<file path="src/verilog/periph_consts.svh">
/*
 * Constants of the APB peripheral subsystem: bus widths, the slot map,
 * register word offsets, reset values and interrupt bit positions.
 * Include it wherever the register map or the widths are needed.
 */
`ifndef PERIPH_CONSTS_SVH
`define PERIPH_CONSTS_SVH

// Bus and address split
`define PERIPH_DATA_W        32
`define PERIPH_SLOT_LSB      12
`define PERIPH_SLOT_W        4
`define PERIPH_OFF_W         10
`define PERIPH_NUM_SLOTS     4

// Slot numbers
`define PERIPH_SLOT_GPIO     0
`define PERIPH_SLOT_TIMER    1
`define PERIPH_SLOT_EVENT    2
`define PERIPH_SLOT_SOC      3

// GPIO word offsets
`define GPIO_DIR             10'd0
`define GPIO_IN              10'd1
`define GPIO_OUT             10'd2
`define GPIO_INTEN           10'd3
`define GPIO_STATUS          10'd4

// Timer word offsets
`define TIM_COUNT            10'd0
`define TIM_CTRL             10'd1
`define TIM_CMP              10'd2

// Event unit word offsets
`define EVT_MASK             10'd0
`define EVT_PENDING          10'd1

// SoC control word offsets
`define SOC_BOOT             10'd0
`define SOC_CLKGATE          10'd1
`define SOC_PADMUX           10'd2

// Reset values, all peripherals enabled
`define PERIPH_BOOT_RESET    32'h0001_0000
`define PERIPH_CLKGATE_RESET 3'd7

// Enable bits in CLKGATE
`define CLKGATE_GPIO_BIT     0
`define CLKGATE_TIMER_BIT    1
`define CLKGATE_EVENT_BIT    2

// Interrupt lines in the event unit
`define EVT_GPIO_BIT         25
`define EVT_TIMER_BIT        28

`define GPIO_SYNC_STAGES     2

`endif

</file>
<file path="src/verilog/periph_pkg.sv">
/*
 * Shared types of the peripheral subsystem.
 * Modules use the scoped names in their port lists and import the
 * package inside the body for local declarations.
 */
`include "periph_consts.svh"

package periph_pkg;

  // One APB data word
  typedef logic [`PERIPH_DATA_W-1:0] word_t;

  // Register word offset inside a slot, paddr bits 11 to 2
  typedef logic [`PERIPH_OFF_W-1:0] reg_off_t;

  // One bit per mapped slot, used for strobes and enables
  typedef logic [`PERIPH_NUM_SLOTS-1:0] slot_vec_t;

endpackage

</file>
<file path="src/verilog/periph_apb_decode.sv">
/*
 * APB slave port of the subsystem. Splits paddr into slot and offset,
 * raises one write or read strobe per access phase, muxes the slot
 * read data back and flags unmapped or disabled slots with pslverr.
 */
`timescale 1ns/1ps
`include "periph_consts.svh"

module periph_apb_decode (
  input  logic                  clk_int,
  input  logic                  rst_n_i,
  input  logic                  psel_i,
  input  logic                  penable_i,
  input  logic                  pwrite_i,
  input  periph_pkg::word_t     paddr_i,
  input  periph_pkg::slot_vec_t clk_gate_i,
  input  periph_pkg::word_t     gpio_rdata_i,
  input  periph_pkg::word_t     timer_rdata_i,
  input  periph_pkg::word_t     evt_rdata_i,
  input  periph_pkg::word_t     soc_rdata_i,
  output periph_pkg::slot_vec_t slot_wr_o,
  output periph_pkg::slot_vec_t slot_rd_o,
  output periph_pkg::reg_off_t  reg_off_o,
  output periph_pkg::word_t     prdata_o,
  output logic                  pready_o,
  output logic                  pslverr_o
);
  import periph_pkg::*;

  logic [`PERIPH_SLOT_W-1:0] slot;
  slot_vec_t                 gate_eff;
  slot_vec_t                 slot_sel;
  logic                      access;

  //////////////////////////////////////////////////
  // Address split
  //////////////////////////////////////////////////

  assign slot      = paddr_i[`PERIPH_SLOT_LSB +: `PERIPH_SLOT_W];
  assign reg_off_o = paddr_i[`PERIPH_OFF_W+1:2];
  assign access    = psel_i && penable_i;

  // SoC control can never lock itself out
  always_comb begin
    gate_eff                   = clk_gate_i;
    gate_eff[`PERIPH_SLOT_SOC] = 1'b1;
  end

  // One-hot slot select, empty for slots 4..15 or a disabled peripheral
  always_comb begin
    for (int i = 0; i < `PERIPH_NUM_SLOTS; i++) begin
      slot_sel[i] = (slot == i) && gate_eff[i];
    end
  end

  //////////////////////////////////////////////////
  // Strobes and response
  //////////////////////////////////////////////////

  assign slot_wr_o = (access && pwrite_i)  ? slot_sel : '0;
  assign slot_rd_o = (access && !pwrite_i) ? slot_sel : '0;

  // No wait states
  assign pready_o  = access;
  assign pslverr_o = access && (slot_sel == '0);

  // Rejected accesses read zero
  always_comb begin
    unique case (slot_sel)
      slot_vec_t'(1 << `PERIPH_SLOT_GPIO):  prdata_o = gpio_rdata_i;
      slot_vec_t'(1 << `PERIPH_SLOT_TIMER): prdata_o = timer_rdata_i;
      slot_vec_t'(1 << `PERIPH_SLOT_EVENT): prdata_o = evt_rdata_i;
      slot_vec_t'(1 << `PERIPH_SLOT_SOC):   prdata_o = soc_rdata_i;
      default:                              prdata_o = '0;
    endcase
  end

  // A single peripheral sees a strobe per access
  a_one_strobe: assert property (@(posedge clk_int) disable iff (!rst_n_i)
    $onehot0(slot_wr_o | slot_rd_o));

  // An error response only ends an access phase and reaches no peripheral
  a_err_access: assert property (@(posedge clk_int) disable iff (!rst_n_i)
    pslverr_o |-> (psel_i && penable_i && (slot_wr_o | slot_rd_o) == '0));

endmodule

</file>
<file path="src/verilog/periph_soc_ctrl.sv">
/*
 * SoC control slot. Holds the boot address, the peripheral enables
 * and the pad mux, and drives them straight to the subsystem.
 * The enables freeze a peripheral and make the decoder reject it.
 */
`timescale 1ns/1ps
`include "periph_consts.svh"

module periph_soc_ctrl (
  input  logic                  clk_int,
  input  logic                  rst_n_i,
  input  logic                  wr_i,
  input  logic                  rd_i,
  input  periph_pkg::reg_off_t  off_i,
  input  periph_pkg::word_t     wdata_i,
  output periph_pkg::word_t     rdata_o,
  output periph_pkg::word_t     boot_addr_o,
  output periph_pkg::slot_vec_t clk_gate_o,
  output periph_pkg::word_t     pad_mux_o
);
  import periph_pkg::*;

  word_t boot_q;
  word_t padmux_q;
  // Enables of the three gated slots, SoC slot has none
  logic [`PERIPH_NUM_SLOTS-2:0] gate_q;

  //////////////////////////////////////////////////
  // Register writes
  //////////////////////////////////////////////////

  always_ff @(posedge clk_int or negedge rst_n_i) begin
    if (!rst_n_i) begin
      boot_q   <= `PERIPH_BOOT_RESET;
      gate_q   <= `PERIPH_CLKGATE_RESET;
      padmux_q <= '0;
    end else if (wr_i) begin
      case (off_i)
        `SOC_BOOT:    boot_q   <= wdata_i;
        `SOC_CLKGATE: gate_q   <= wdata_i[`PERIPH_NUM_SLOTS-2:0];
        `SOC_PADMUX:  padmux_q <= wdata_i;
        default:      ;
      endcase
    end
  end

  // Bit 3 is the SoC slot itself, always on
  assign clk_gate_o  = {1'b1, gate_q};
  assign boot_addr_o = boot_q;
  assign pad_mux_o   = padmux_q;

  //////////////////////////////////////////////////
  // Read mux
  //////////////////////////////////////////////////

  always_comb begin
    rdata_o = '0;
    // Zero outside a read strobe
    if (rd_i) begin
      case (off_i)
        `SOC_BOOT:    rdata_o = boot_q;
        `SOC_CLKGATE: rdata_o = word_t'(clk_gate_o);
        `SOC_PADMUX:  rdata_o = padmux_q;
        default:      rdata_o = '0;
      endcase
    end
  end

endmodule

</file>
<file path="src/verilog/periph_gpio.sv">
/*
 * GPIO slot with direction, output and interrupt enable registers.
 * Pins pass a two-flop synchroniser; enabled rising edges set sticky
 * STATUS bits, cleared by reading STATUS. gpio_event_o is their OR.
 */
`timescale 1ns/1ps
`include "periph_consts.svh"

module periph_gpio (
  input  logic                 clk_int,
  input  logic                 rst_n_i,
  input  logic                 wr_i,
  input  logic                 rd_i,
  input  periph_pkg::reg_off_t off_i,
  input  periph_pkg::word_t    wdata_i,
  input  logic                 run_en_i,
  input  periph_pkg::word_t    gpio_in_i,
  output periph_pkg::word_t    rdata_o,
  output periph_pkg::word_t    gpio_out_o,
  output periph_pkg::word_t    gpio_dir_o,
  output logic                 gpio_event_o
);
  import periph_pkg::*;

  word_t                           dir_q;
  word_t                           out_q;
  word_t                           inten_q;
  word_t                           status_q;
  word_t [`GPIO_SYNC_STAGES-1:0]   sync_q;
  word_t                           prev_q;
  word_t                           pin_s;
  word_t                           rise;
  logic                            status_rd;

  //////////////////////////////////////////////////
  // Input synchroniser and edge detect
  //////////////////////////////////////////////////

  assign pin_s     = sync_q[`GPIO_SYNC_STAGES-1];
  assign rise      = pin_s & ~prev_q & inten_q;
  assign status_rd = rd_i && (off_i == `GPIO_STATUS);

  always_ff @(posedge clk_int or negedge rst_n_i) begin
    if (!rst_n_i) begin
      sync_q   <= '0;
      prev_q   <= '0;
      status_q <= '0;
    end else begin
      sync_q <= {sync_q[`GPIO_SYNC_STAGES-2:0], gpio_in_i};
      prev_q <= pin_s;
      // Edge in the same cycle as the read survives the clear
      if (status_rd) begin
        status_q <= run_en_i ? rise : '0;
      end else if (run_en_i) begin
        status_q <= status_q | rise;
      end
    end
  end

  //////////////////////////////////////////////////
  // Control registers
  //////////////////////////////////////////////////

  always_ff @(posedge clk_int or negedge rst_n_i) begin
    if (!rst_n_i) begin
      dir_q   <= '0;
      out_q   <= '0;
      inten_q <= '0;
    end else if (wr_i) begin
      case (off_i)
        `GPIO_DIR:   dir_q   <= wdata_i;
        `GPIO_OUT:   out_q   <= wdata_i;
        `GPIO_INTEN: inten_q <= wdata_i;
        default:     ;
      endcase
    end
  end

  always_comb begin
    case (off_i)
      `GPIO_DIR:    rdata_o = dir_q;
      `GPIO_IN:     rdata_o = pin_s;
      `GPIO_OUT:    rdata_o = out_q;
      `GPIO_INTEN:  rdata_o = inten_q;
      `GPIO_STATUS: rdata_o = status_q;
      default:      rdata_o = '0;
    endcase
  end

  assign gpio_dir_o   = dir_q;
  assign gpio_out_o   = out_q;
  assign gpio_event_o = |status_q;

endmodule

</file>
<file path="src/verilog/periph_timer.sv">
/*
 * Single compare timer. CTRL bit 0 runs it, CTRL bits 3..1 pick a
 * prescale of 2**n. COUNT steps once per tick and wraps to zero when
 * it equals CMP, with a one-cycle pulse on cmp_irq_o.
 */
`timescale 1ns/1ps
`include "periph_consts.svh"

module periph_timer (
  input  logic                 clk_int,
  input  logic                 rst_n_i,
  input  logic                 wr_i,
  input  periph_pkg::reg_off_t off_i,
  input  periph_pkg::word_t    wdata_i,
  input  logic                 run_en_i,
  output periph_pkg::word_t    rdata_o,
  output logic                 cmp_irq_o
);
  import periph_pkg::*;

  word_t      count_q;
  word_t      cmp_q;
  logic [3:0] ctrl_q;
  logic [6:0] presc_q;
  logic [6:0] presc_lim;
  logic       tick;
  logic       match;

  //////////////////////////////////////////////////
  // Prescaler
  //////////////////////////////////////////////////

  // Shift by 7 wraps to zero, so the limit becomes 127
  assign presc_lim = (7'd1 << ctrl_q[3:1]) - 7'd1;
  assign tick      = ctrl_q[0] && run_en_i && (presc_q == presc_lim);
  assign match     = tick && (count_q == cmp_q);

  //////////////////////////////////////////////////
  // Counter, registers and pulse
  //////////////////////////////////////////////////

  always_ff @(posedge clk_int or negedge rst_n_i) begin
    if (!rst_n_i) begin
      count_q   <= '0;
      cmp_q     <= '0;
      ctrl_q    <= '0;
      presc_q   <= '0;
      cmp_irq_o <= 1'b0;
    end else begin
      cmp_irq_o <= match;
      // Stopped timer restarts from a fresh prescale period
      if (!ctrl_q[0]) begin
        presc_q <= '0;
      end else if (run_en_i) begin
        presc_q <= tick ? '0 : presc_q + 7'd1;
      end
      if (match) begin
        count_q <= '0;
      end else if (tick) begin
        count_q <= count_q + 1'b1;
      end
      // Bus write wins over the count step
      if (wr_i) begin
        case (off_i)
          `TIM_COUNT: count_q <= wdata_i;
          `TIM_CTRL:  ctrl_q  <= wdata_i[3:0];
          `TIM_CMP:   cmp_q   <= wdata_i;
          default:    ;
        endcase
      end
    end
  end

  always_comb begin
    case (off_i)
      `TIM_COUNT: rdata_o = count_q;
      `TIM_CTRL:  rdata_o = word_t'(ctrl_q);
      `TIM_CMP:   rdata_o = cmp_q;
      default:    rdata_o = '0;
    endcase
  end

  a_pulse: assert property (@(posedge clk_int) disable iff (!rst_n_i)
    cmp_irq_o |=> !cmp_irq_o);

endmodule

</file>
<file path="src/verilog/periph_event_unit.sv">
/*
 * Event unit. Latches peripheral events into a 32-bit pending word,
 * cleared by writing ones to PENDING, and masks it onto irq_o.
 * Only the GPIO and timer lines have sources in this subsystem.
 */
`timescale 1ns/1ps
`include "periph_consts.svh"

module periph_event_unit (
  input  logic                 clk_int,
  input  logic                 rst_n_i,
  input  logic                 wr_i,
  input  periph_pkg::reg_off_t off_i,
  input  periph_pkg::word_t    wdata_i,
  input  logic                 gpio_event_i,
  input  logic                 timer_irq_i,
  output periph_pkg::word_t    rdata_o,
  output periph_pkg::word_t    irq_o
);
  import periph_pkg::*;

  word_t pending_q;
  word_t mask_q;
  word_t evt_set;
  word_t evt_clr;

  //////////////////////////////////////////////////
  // Event sources
  //////////////////////////////////////////////////

  always_comb begin
    evt_set                 = '0;
    evt_set[`EVT_GPIO_BIT]  = gpio_event_i;
    evt_set[`EVT_TIMER_BIT] = timer_irq_i;
  end

  // Write-one-clear on PENDING
  assign evt_clr = (wr_i && off_i == `EVT_PENDING) ? wdata_i : '0;

  always_ff @(posedge clk_int or negedge rst_n_i) begin
    if (!rst_n_i) begin
      pending_q <= '0;
      mask_q    <= '0;
    end else begin
      // Source high in the clear cycle keeps its bit
      pending_q <= (pending_q & ~evt_clr) | evt_set;
      if (wr_i && off_i == `EVT_MASK) begin
        mask_q <= wdata_i;
      end
    end
  end

  //////////////////////////////////////////////////
  // Read mux and interrupt vector
  //////////////////////////////////////////////////

  always_comb begin
    case (off_i)
      `EVT_MASK:    rdata_o = mask_q;
      `EVT_PENDING: rdata_o = pending_q;
      default:      rdata_o = '0;
    endcase
  end

  assign irq_o = pending_q & mask_q;

endmodule

</file>
<file path="src/verilog/periph_sub.sv">
/*
 * Top of the APB peripheral subsystem. Connects the decoder to the
 * GPIO, timer, event unit and SoC control slots.
 */
`timescale 1ns/1ps
`include "periph_consts.svh"

module periph_sub (
  input  logic              clk_int,
  input  logic              rst_n_i,
  input  logic              psel_i,
  input  logic              penable_i,
  input  logic              pwrite_i,
  input  periph_pkg::word_t paddr_i,
  input  periph_pkg::word_t pwdata_i,
  output periph_pkg::word_t prdata_o,
  output logic              pready_o,
  output logic              pslverr_o,
  input  periph_pkg::word_t gpio_in_i,
  output periph_pkg::word_t gpio_out_o,
  output periph_pkg::word_t gpio_dir_o,
  output periph_pkg::word_t irq_o,
  output periph_pkg::word_t boot_addr_o,
  output periph_pkg::word_t pad_mux_o
);
  import periph_pkg::*;

  slot_vec_t slot_wr;
  slot_vec_t slot_rd;
  slot_vec_t clk_gate;
  reg_off_t  reg_off;
  word_t     gpio_rdata;
  word_t     timer_rdata;
  word_t     evt_rdata;
  word_t     soc_rdata;
  logic      gpio_event;
  logic      timer_irq;

  //////////////////////////////////////////////////
  // APB decoder
  //////////////////////////////////////////////////

  periph_apb_decode decode0 (
    .clk_int       ( clk_int     ),
    .rst_n_i       ( rst_n_i     ),
    .psel_i        ( psel_i      ),
    .penable_i     ( penable_i   ),
    .pwrite_i      ( pwrite_i    ),
    .paddr_i       ( paddr_i     ),
    .clk_gate_i    ( clk_gate    ),
    .gpio_rdata_i  ( gpio_rdata  ),
    .timer_rdata_i ( timer_rdata ),
    .evt_rdata_i   ( evt_rdata   ),
    .soc_rdata_i   ( soc_rdata   ),
    .slot_wr_o     ( slot_wr     ),
    .slot_rd_o     ( slot_rd     ),
    .reg_off_o     ( reg_off     ),
    .prdata_o      ( prdata_o    ),
    .pready_o      ( pready_o    ),
    .pslverr_o     ( pslverr_o   )
  );

  //////////////////////////////////////////////////
  // Peripheral slots
  //////////////////////////////////////////////////

  periph_gpio gpio0 (
    .clk_int      ( clk_int                       ),
    .rst_n_i      ( rst_n_i                       ),
    .wr_i         ( slot_wr[`PERIPH_SLOT_GPIO]    ),
    .rd_i         ( slot_rd[`PERIPH_SLOT_GPIO]    ),
    .off_i        ( reg_off                       ),
    .wdata_i      ( pwdata_i                      ),
    .run_en_i     ( clk_gate[`CLKGATE_GPIO_BIT]   ),
    .gpio_in_i    ( gpio_in_i                     ),
    .rdata_o      ( gpio_rdata                    ),
    .gpio_out_o   ( gpio_out_o                    ),
    .gpio_dir_o   ( gpio_dir_o                    ),
    .gpio_event_o ( gpio_event                    )
  );

  periph_timer timer0 (
    .clk_int   ( clk_int                        ),
    .rst_n_i   ( rst_n_i                        ),
    .wr_i      ( slot_wr[`PERIPH_SLOT_TIMER]    ),
    .off_i     ( reg_off                        ),
    .wdata_i   ( pwdata_i                       ),
    .run_en_i  ( clk_gate[`CLKGATE_TIMER_BIT]   ),
    .rdata_o   ( timer_rdata                    ),
    .cmp_irq_o ( timer_irq                      )
  );

  periph_event_unit event0 (
    .clk_int      ( clk_int                     ),
    .rst_n_i      ( rst_n_i                     ),
    .wr_i         ( slot_wr[`PERIPH_SLOT_EVENT] ),
    .off_i        ( reg_off                     ),
    .wdata_i      ( pwdata_i                    ),
    .gpio_event_i ( gpio_event                  ),
    .timer_irq_i  ( timer_irq                   ),
    .rdata_o      ( evt_rdata                   ),
    .irq_o        ( irq_o                       )
  );

  periph_soc_ctrl soc0 (
    .clk_int     ( clk_int                   ),
    .rst_n_i     ( rst_n_i                   ),
    .wr_i        ( slot_wr[`PERIPH_SLOT_SOC] ),
    .rd_i        ( slot_rd[`PERIPH_SLOT_SOC] ),
    .off_i       ( reg_off                   ),
    .wdata_i     ( pwdata_i                  ),
    .rdata_o     ( soc_rdata                 ),
    .boot_addr_o ( boot_addr_o               ),
    .clk_gate_o  ( clk_gate                  ),
    .pad_mux_o   ( pad_mux_o                 )
  );

endmodule

</file>
<file path="config.mk">
export PLATFORM = sky130hd
export DESIGN_NAME = periph_sub
export DESIGN_NICKNAME = d
export VERILOG_FILES = /design/src/verilog/periph_pkg.sv /design/src/verilog/periph_apb_decode.sv /design/src/verilog/periph_soc_ctrl.sv /design/src/verilog/periph_gpio.sv /design/src/verilog/periph_timer.sv /design/src/verilog/periph_event_unit.sv /design/src/verilog/periph_sub.sv
export VERILOG_INCLUDE_DIRS = /design/src /design/src/verilog
export SDC_FILE = /design/constraint.sdc
export NUM_CORES = 1
export LEC_CHECK = 0
export ABC_AREA = 0
export BUFFER_PORTS_ARGS = -buffer_cell sky130_fd_sc_hd__clkbuf_2
export CAP_MARGIN = 25
export CORE_MARGIN = 2
export CORE_UTILIZATION = 57
export DETAILED_ROUTE_END_ITERATION = 8
export HOLD_SLACK_MARGIN = 0.1
export PLACE_DENSITY_LB_ADDON = 0.3
export SETUP_SLACK_MARGIN = 0.3
export SYNTH_ARGS = -nofsm -noshare
export SYNTH_HDL_FRONTEND = slang
export SYNTH_SLANG_ARGS = --single-unit
</file>
<file path="constraint.sdc">
create_clock -name clk_int -period 3.95 [get_ports clk_int]
set_clock_uncertainty 0.2 [all_clocks]
set_input_delay 0.395 -clock clk_int [delete_from_list [all_inputs] [get_ports clk_int]]
set_output_delay 0.395 -clock clk_int [all_outputs]
set_load 0.02 [all_outputs]
</file>
* Word level (Yosys, flattened, before mapping)
Cells that the tools add are included.
** Word-level totals
- Input port bits :: 101
- Register bits after elaboration :: 431
- Logic and storage cells :: 89
** Cells by class
- Add/sub/neg operators :: 3
- Mux-type cells :: 19
- Eq/ne operators :: 14
- Reductions and logical operators :: 27
- Shift-type cells :: 1
- Bitwise gates (word level) :: 8
** Operator list (count)
- $mux W32 :: 9
- $pmux W32 S3 :: 2
- $pmux W32 S5 :: 1
- $and A32 B32 Y32 :: 4
- $pmux W32 S4 :: 1
- $not A32 Y32 :: 2
- $pmux W32 S2 :: 1
- $add A32 B1 Y32 const B :: 1
- $eq A32 B32 Y1 :: 1
- $or A32 B29 Y32 :: 1
- $or A32 B32 Y32 :: 1
- $reduce_or A32 Y1 :: 1
- $mux W7 :: 3
- $eq A10 B2 Y1 const B :: 2
- $reduce_and A2 Y1 :: 8
- $logic_and A1 B1 Y1 :: 13
- $eq A4 B2 Y1 const B :: 3
- $eq A10 B1 Y1 const B :: 1
- $eq A10 B3 Y1 const B :: 1
- $logic_not A10 Y1 :: 1
- $eq A4 B1 Y1 const B :: 2
- $logic_not A4 Y1 :: 2
- $mux W4 :: 2
- $add A7 B1 Y7 const B :: 1
- 8 further kinds :: 8

* Logic depth before layout (Yosys ltp)
- Depth in word-level cells :: 8
- Depth in mapped cells :: 10

* Modules after synthesis
Synthesis repeated with hierarchy kept, for this count alone.
** Unflattened totals
- Cell total of the unflattened synthesis :: 1757
- Area total of the unflattened synthesis :: 21157.8 um^2
** By module, submodules not included
- periph_gpio :: cells an instance 615, times used 1, area an instance 9032.4 um^2
- periph_timer :: cells an instance 487, times used 1, area an instance 4703.3 um^2
- periph_event_unit :: cells an instance 248, times used 1, area an instance 3134.3 um^2
- periph_soc_ctrl :: cells an instance 230, times used 1, area an instance 3090.5 um^2
- periph_apb_decode :: cells an instance 177, times used 1, area an instance 1197.4 um^2

* Worst setup path after synthesis
No wires, ideal clock.
- Path kind :: input to output
- Start :: input port paddr_i[7]
- End :: output port prdata_o[23]
- Arrival time :: 2.854 ns
- Setup slack :: 0.501 ns
- Cell stages on the path :: 10
- Required time :: 3.355 ns
- Buffers on the path :: 4
- Cell sequence :: or4_1 > or4_1 > clkbuf_1 > or2_1 > clkbuf_1 > nor3b_4 > buf_4 > buf_6 > a22oi_1 > o221ai_1
** Between the ends
- Cells in the longest elaborated chain, start to end :: 4
** RTL lines
- start, declared :: RTL line periph_sub.sv:14 : input periph_pkg::word_t paddr_i,
- $eq A10 B2 Y1 (tied with other cells) :: RTL line periph_soc_ctrl.sv:60, periph_gpio.sv:80, periph_timer.sv:75
- $pmux W32 S3 :: RTL line periph_soc_ctrl.sv:60 : case (off_i)
- $mux W32 :: RTL line periph_soc_ctrl.sv:59 : if (rd_i) begin
- $pmux W32 S4 (*) :: RTL line periph_apb_decode.sv:69 : unique case (slot_sel)
- end, declared :: RTL line periph_sub.sv:16 : output periph_pkg::word_t prdata_o,
Every way passes the cells marked *; elsewhere a longest branch is shown, timed or not.

* Final worst setup path
- Start :: input port paddr_i[7]
- End :: output port prdata_o[26]
The elaborated chain is that of the path after synthesis.

==> results.md <==
Pwr:
- For this design the static power due to leakage is 0.0114 µW.
- Power spread over the standard cell area amounts to 398 mW/mm².
- The highest ir drop seen on vdd is 0.338 mV.

Placement:
- The routability-driven placement congestion ratio is just under 0.9.
- The count of buffers added on input and output ports is 276.
- After legalization and detailed placement, the total HPWL measured 38000 µm.
- The post-placement cell area is about 0.021 mm².
- The number of placed instances with taps included is 2243.

Global route:
- The via count of the first global-routing pass is 15600.
- The pin count of the biggest net entering global routing is 101.
- Global routing consumed, over all layers together, 32.8% of the routing resources.
- The sum of overflow across all layers after global routing is 0.
- The initial antenna violation count is 0.
- The wire length of the first global-routing pass is 89800 µm.

Routing:
- The overall via count from detail_route is 15100.
- The routed design has between 50000 and 60000 µm of wire.
- The first TritonRoute pass finished after 5 iterations.
- The detail-routed via count per cell is 6.32.
- The wire length per cell after detailed routing is 24.7 µm.
- The initial detailed-routing violation count is 1243.
- The final routed DRC violation total is 0.
- The remaining number of nets flagged by the antenna check after routing is 0.

Setup path:
- Along the worst path, the maximum fanout reaches 14.
- The worst endpoint data arrival time is 3.05 ns.
- The kind of critical path is input pin to output pin.
- The endpoint kind of the worst setup timing path is an output pin.
- The worst setup path is launched from an input pin.
- The required time at the endpoint of the critical path is between 3 and 4 ns.

STA:
- Setup violations remaining at the end of the flow were counted as 0.
- In the finished design, the share of the clock period the worst path needs comes to 92.4%.
- The final count of hold timing violations is 0.
- Counting I/O delays and the setup requirement, the final critical path takes 3.65 ns.
- The tightest hold margin is 0.133 ns.
- The setup TNS is 0 ns.
- The slew at the pin closest to its max-slew limit is 1.16 ns.
- Derived from the worst setup path, the maximum achievable clock frequency is 274 MHz.
- Setup repair after global routing could not meet its margin everywhere.
- The headroom to the max-slew limit is between 20% and 30%.
- The final-report max-slew violation count is 0.

Final layout:
- After filler insertion, the fill cell instance count of the layout stands at 2420.
- After the last flow step, the layout net total stands at 2015.
- The fraction of layout cells with a size suffix above 1 is 33.2%.
- Once layout is complete, the utilization of the core stands at 70.9%.
- The final design area excluding fillers is 0.0238 mm².
- Relative to the synthesized area, the layout overhead comes to 22.7%.
- The number of diodes added for antenna fixing is 0.
- Once layout is complete, the cells apart from fillers number 2394.

Clocking:
- For this design, the sink count on the clock tree is about 430.
- The clock tree root driver cell is sky130_fd_sc_hd__clkbuf_16.
- After clock tree synthesis, the clock-pin slew on the worst setup and hold paths is around 0.060 ns.
- The maximum root-to-sink buffer count is 3.
- The CTS tree is yes.
- Clock tree synthesis inserted a total of 45 buffers.
- CTS built an H-tree with a depth of 2.
- At the later pin of the worst-skew pair, clock insertion delay measures 0.56 ns.

Synthesis:
- In the synthesized netlist the dominant register cell turns out to be sky130_fd_sc_hd__dfrtp_1.
- Counting flops with an async set or reset pin after synthesis yields a share of 100%.
- The mapped cell area is 0.0194 mm².
- The number of warnings printed during yosys synthesis is 0.
- The count of different cell masters after synthesis is 56.
- The mean cell area of the mapped netlist is 12.2 µm².
- After synthesis the netlist holds a flip-flop and latch count of 431.
- The number of nets handed over by synthesis was 1689.
- The cell count after synthesis came out at between 1500 and 2000.
- The sequential fraction of the synthesis area is 55.7%.
- The synthesized design contains 0 enable-type register cells.

Floorplan:
- The overall die area is 0.0355 mm².
- The core area is ~0.034 mm².
- The boundary pin count is 295.
- The site row count is 67.
- The die height is 188 µm.
- The horizontal die dimension is 188 µm.
- For this configuration, the core starts out at a cell density of just under 60%.

Job:
- The total of max-cap violations is 0.

Status:
- The run finished with clean final reports.

Hold path:
- The path class of the lowest-slack min-delay path is input pin to flip-flop.
-- report_power, final --
part	internal (µW)	total (µW)	switching, µW
clock network	2840	4620	1780
logic	127	357	230
registers	4470	4490	23.4
-- cell usage after synthesis (2+ instances only) --
master / n / area, µm²
sky130_fd_sc_hd__nor2_1: 51 / 191
sky130_fd_sc_hd__buf_1: 24 / 90.1
sky130_fd_sc_hd__and4_1: 2 / 17.5
sky130_fd_sc_hd__a21oi_1: 18 / 90.1
sky130_fd_sc_hd__nand3_1: 21 / 105
sky130_fd_sc_hd__o22a_1: 2 / 17.5
sky130_fd_sc_hd__dfrtp_1: 427 / 10700
sky130_fd_sc_hd__mux2_2: 229 / 2580
sky130_fd_sc_hd__o31ai_1: 2 / 15.0
sky130_fd_sc_hd__o211ai_1: 2 / 15.0
sky130_fd_sc_hd__o2bb2ai_1: 28 / 245
sky130_fd_sc_hd__a21boi_0: 34 / 255
sky130_fd_sc_hd__nand2_1: 134 / 503
sky130_fd_sc_hd__buf_4: 2 / 15.0
sky130_fd_sc_hd__clkbuf_1: 73 / 274
sky130_fd_sc_hd__dfstp_2: 4 / 105
sky130_fd_sc_hd__xor2_1: 43 / 377
sky130_fd_sc_hd__a211o_1: 2 / 17.5
sky130_fd_sc_hd__nand4_1: 18 / 113
sky130_fd_sc_hd__and2_1: 42 / 263
sky130_fd_sc_hd__a211oi_1: 24 / 180
sky130_fd_sc_hd__a22oi_1: 34 / 255
sky130_fd_sc_hd__o21a_1: 3 / 22.5
sky130_fd_sc_hd__nand4b_1: 33 / 289
sky130_fd_sc_hd__or4_1: 3 / 22.5
sky130_fd_sc_hd__o21ai_1: 2 / 10.0
sky130_fd_sc_hd__ha_1: 2 / 25.0
sky130_fd_sc_hd__and3_1: 6 / 37.5
sky130_fd_sc_hd__nand2b_1: 3 / 18.8
sky130_fd_sc_hd__mux2_1: 6 / 67.6
sky130_fd_sc_hd__a31oi_1: 2 / 12.5
sky130_fd_sc_hd__mux2i_1: 97 / 971
sky130_fd_sc_hd__o22ai_1: 35 / 219
sky130_fd_sc_hd__xnor2_1: 16 / 140
sky130_fd_sc_hd__nor4bb_1: 3 / 30.0
sky130_fd_sc_hd__o21ai_0: 9 / 45.0
sky130_fd_sc_hd__nor3_1: 14 / 70.1
sky130_fd_sc_hd__nor2b_1: 4 / 25.0
sky130_fd_sc_hd__or3_1: 4 / 25.0
sky130_fd_sc_hd__inv_1: 15 / 56.3
sky130_fd_sc_hd__o221ai_1: 32 / 280
sky130_fd_sc_hd__a221oi_1: 28 / 245
sky130_fd_sc_hd__nor4_1: 25 / 156
sky130_fd_sc_hd__or2_1: 2 / 12.5
sky130_fd_sc_hd__buf_2: 15 / 75.1
-- kinds of logic (layout without fill, tap and decap cells) --
family,after synthesis,after routing,share of synthesized area (%)
AO/OA/AOI/OAI,260,260,10.1
XOR/XNOR,59,59,2.67
adder cells (fa/ha/maj),2,2,0.129
buffers and inverters,130,490,2.69
flip-flops,431,431,55.7
multiplexers,332,332,18.7
AND/OR/NAND/NOR,372,372,10.1
-- placed cells by master, fill, tap and decap left out, types with 4 or more instances in the layout --
master,netlist,final
sky130_fd_sc_hd__dfrtp_1,427,427
sky130_fd_sc_hd__clkbuf_1,73,7
sky130_fd_sc_hd__o2bb2ai_1,28,28
sky130_fd_sc_hd__or3_1,4,4
sky130_fd_sc_hd__nor3_1,14,14
sky130_fd_sc_hd__bufinv_16,0,7
sky130_fd_sc_hd__mux2_2,229,229
sky130_fd_sc_hd__dfstp_2,4,4
sky130_fd_sc_hd__nor4_1,25,25
sky130_fd_sc_hd__xnor2_1,16,16
sky130_fd_sc_hd__clkbuf_8,0,13
sky130_fd_sc_hd__inv_1,15,15
sky130_fd_sc_hd__clkbuf_16,0,48
sky130_fd_sc_hd__a21oi_1,18,18
sky130_fd_sc_hd__dlygate4sd3_1,0,63
sky130_fd_sc_hd__nand4b_1,33,33
sky130_fd_sc_hd__a22oi_1,34,34
sky130_fd_sc_hd__and3_1,6,5
sky130_fd_sc_hd__clkbuf_2,0,270
sky130_fd_sc_hd__a221oi_1,28,28
sky130_fd_sc_hd__mux2_1,6,6
sky130_fd_sc_hd__xor2_1,43,43
sky130_fd_sc_hd__nand4_1,18,18
sky130_fd_sc_hd__and2_1,42,41
sky130_fd_sc_hd__nand2_1,134,134
sky130_fd_sc_hd__buf_4,2,42
sky130_fd_sc_hd__mux2i_1,97,97
sky130_fd_sc_hd__a21boi_0,34,34
sky130_fd_sc_hd__nor2_1,51,50
sky130_fd_sc_hd__buf_12,0,11
sky130_fd_sc_hd__o22ai_1,35,35
sky130_fd_sc_hd__nor2b_1,4,4
sky130_fd_sc_hd__clkinv_2,0,5
sky130_fd_sc_hd__o221ai_1,32,31
sky130_fd_sc_hd__nand3_1,21,21
sky130_fd_sc_hd__o21ai_0,9,9
sky130_fd_sc_hd__a211oi_1,24,24
-- worst max-delay path, stage by stage --
cell	delay (ns)
sky130_fd_sc_hd__clkbuf_2	0.08
sky130_fd_sc_hd__or4_1	0.49
sky130_fd_sc_hd__or4_1	0.47
sky130_fd_sc_hd__buf_4	0.20
sky130_fd_sc_hd__nor2_4	0.21
sky130_fd_sc_hd__and3_4	0.27
sky130_fd_sc_hd__buf_12	0.19
sky130_fd_sc_hd__buf_4	0.18
sky130_fd_sc_hd__a221oi_1	0.10
sky130_fd_sc_hd__o221ai_1	0.24
sky130_fd_sc_hd__buf_2	0.21
-- what timing repair did --
action,in CTS,in global routing
pin swaps,0,3
hold buffers,63,0
gates resized for setup,0,14
setup buffers,0,4
setup endpoints to repair,1,24
endpoints found under the hold margin,291,0
gates cloned,0,2
-- area by class of cell --
type	instances	area [µm²]	share of cell area (%)
inverter	15	56.3	0.237
clock inverter	15	280	1.18
sequential	431	10800	45.4
tap	448	561	2.36
clock buffer	66	1360	5.71
timing repair buffer	394	2640	11.1
multi-input combinational	1025	8080	34.0
-- per-layer routing --
metal	global-route usage (%)	wire length, µm	up-vias
met1	44.5	23400	7667
met5	0	0	-
li1	-	-	6477
met3	6.20	5090	189
met2	51.8	27700	792
met4	15.1	2970	0
-- per-stage QoR --
stage               power (µW)  setup slack (ns)
global placement          4860             0.310
floorplan                 4650             0.501
finish                    9470             0.301
detailed placement        4870             0.293
global route              9720             0.254
CTS                       9490             0.288
-- final timing paths --
check                                 endpoint  cells after the start          startpoint  slack, ns
max                               prdata_o[26]                     11          paddr_i[7]       0.30
min                        event0.pending_q[6]                      2         pwdata_i[6]       0.13
max reg2reg                 timer0.count_q[29]                      7  timer0.count_q[21]       0.73
min reg2reg                    gpio0.pin_s[17]                      0    gpio0.sync_q[17]       0.14
max in group asynchronous  gpio0.gpio_dir_o[8]                      3             rst_n_i       2.22
min in group asynchronous    soc0.pad_mux_o[6]                      2             rst_n_i       0.28
Note: power is estimated with default switching activity, not from simulation.
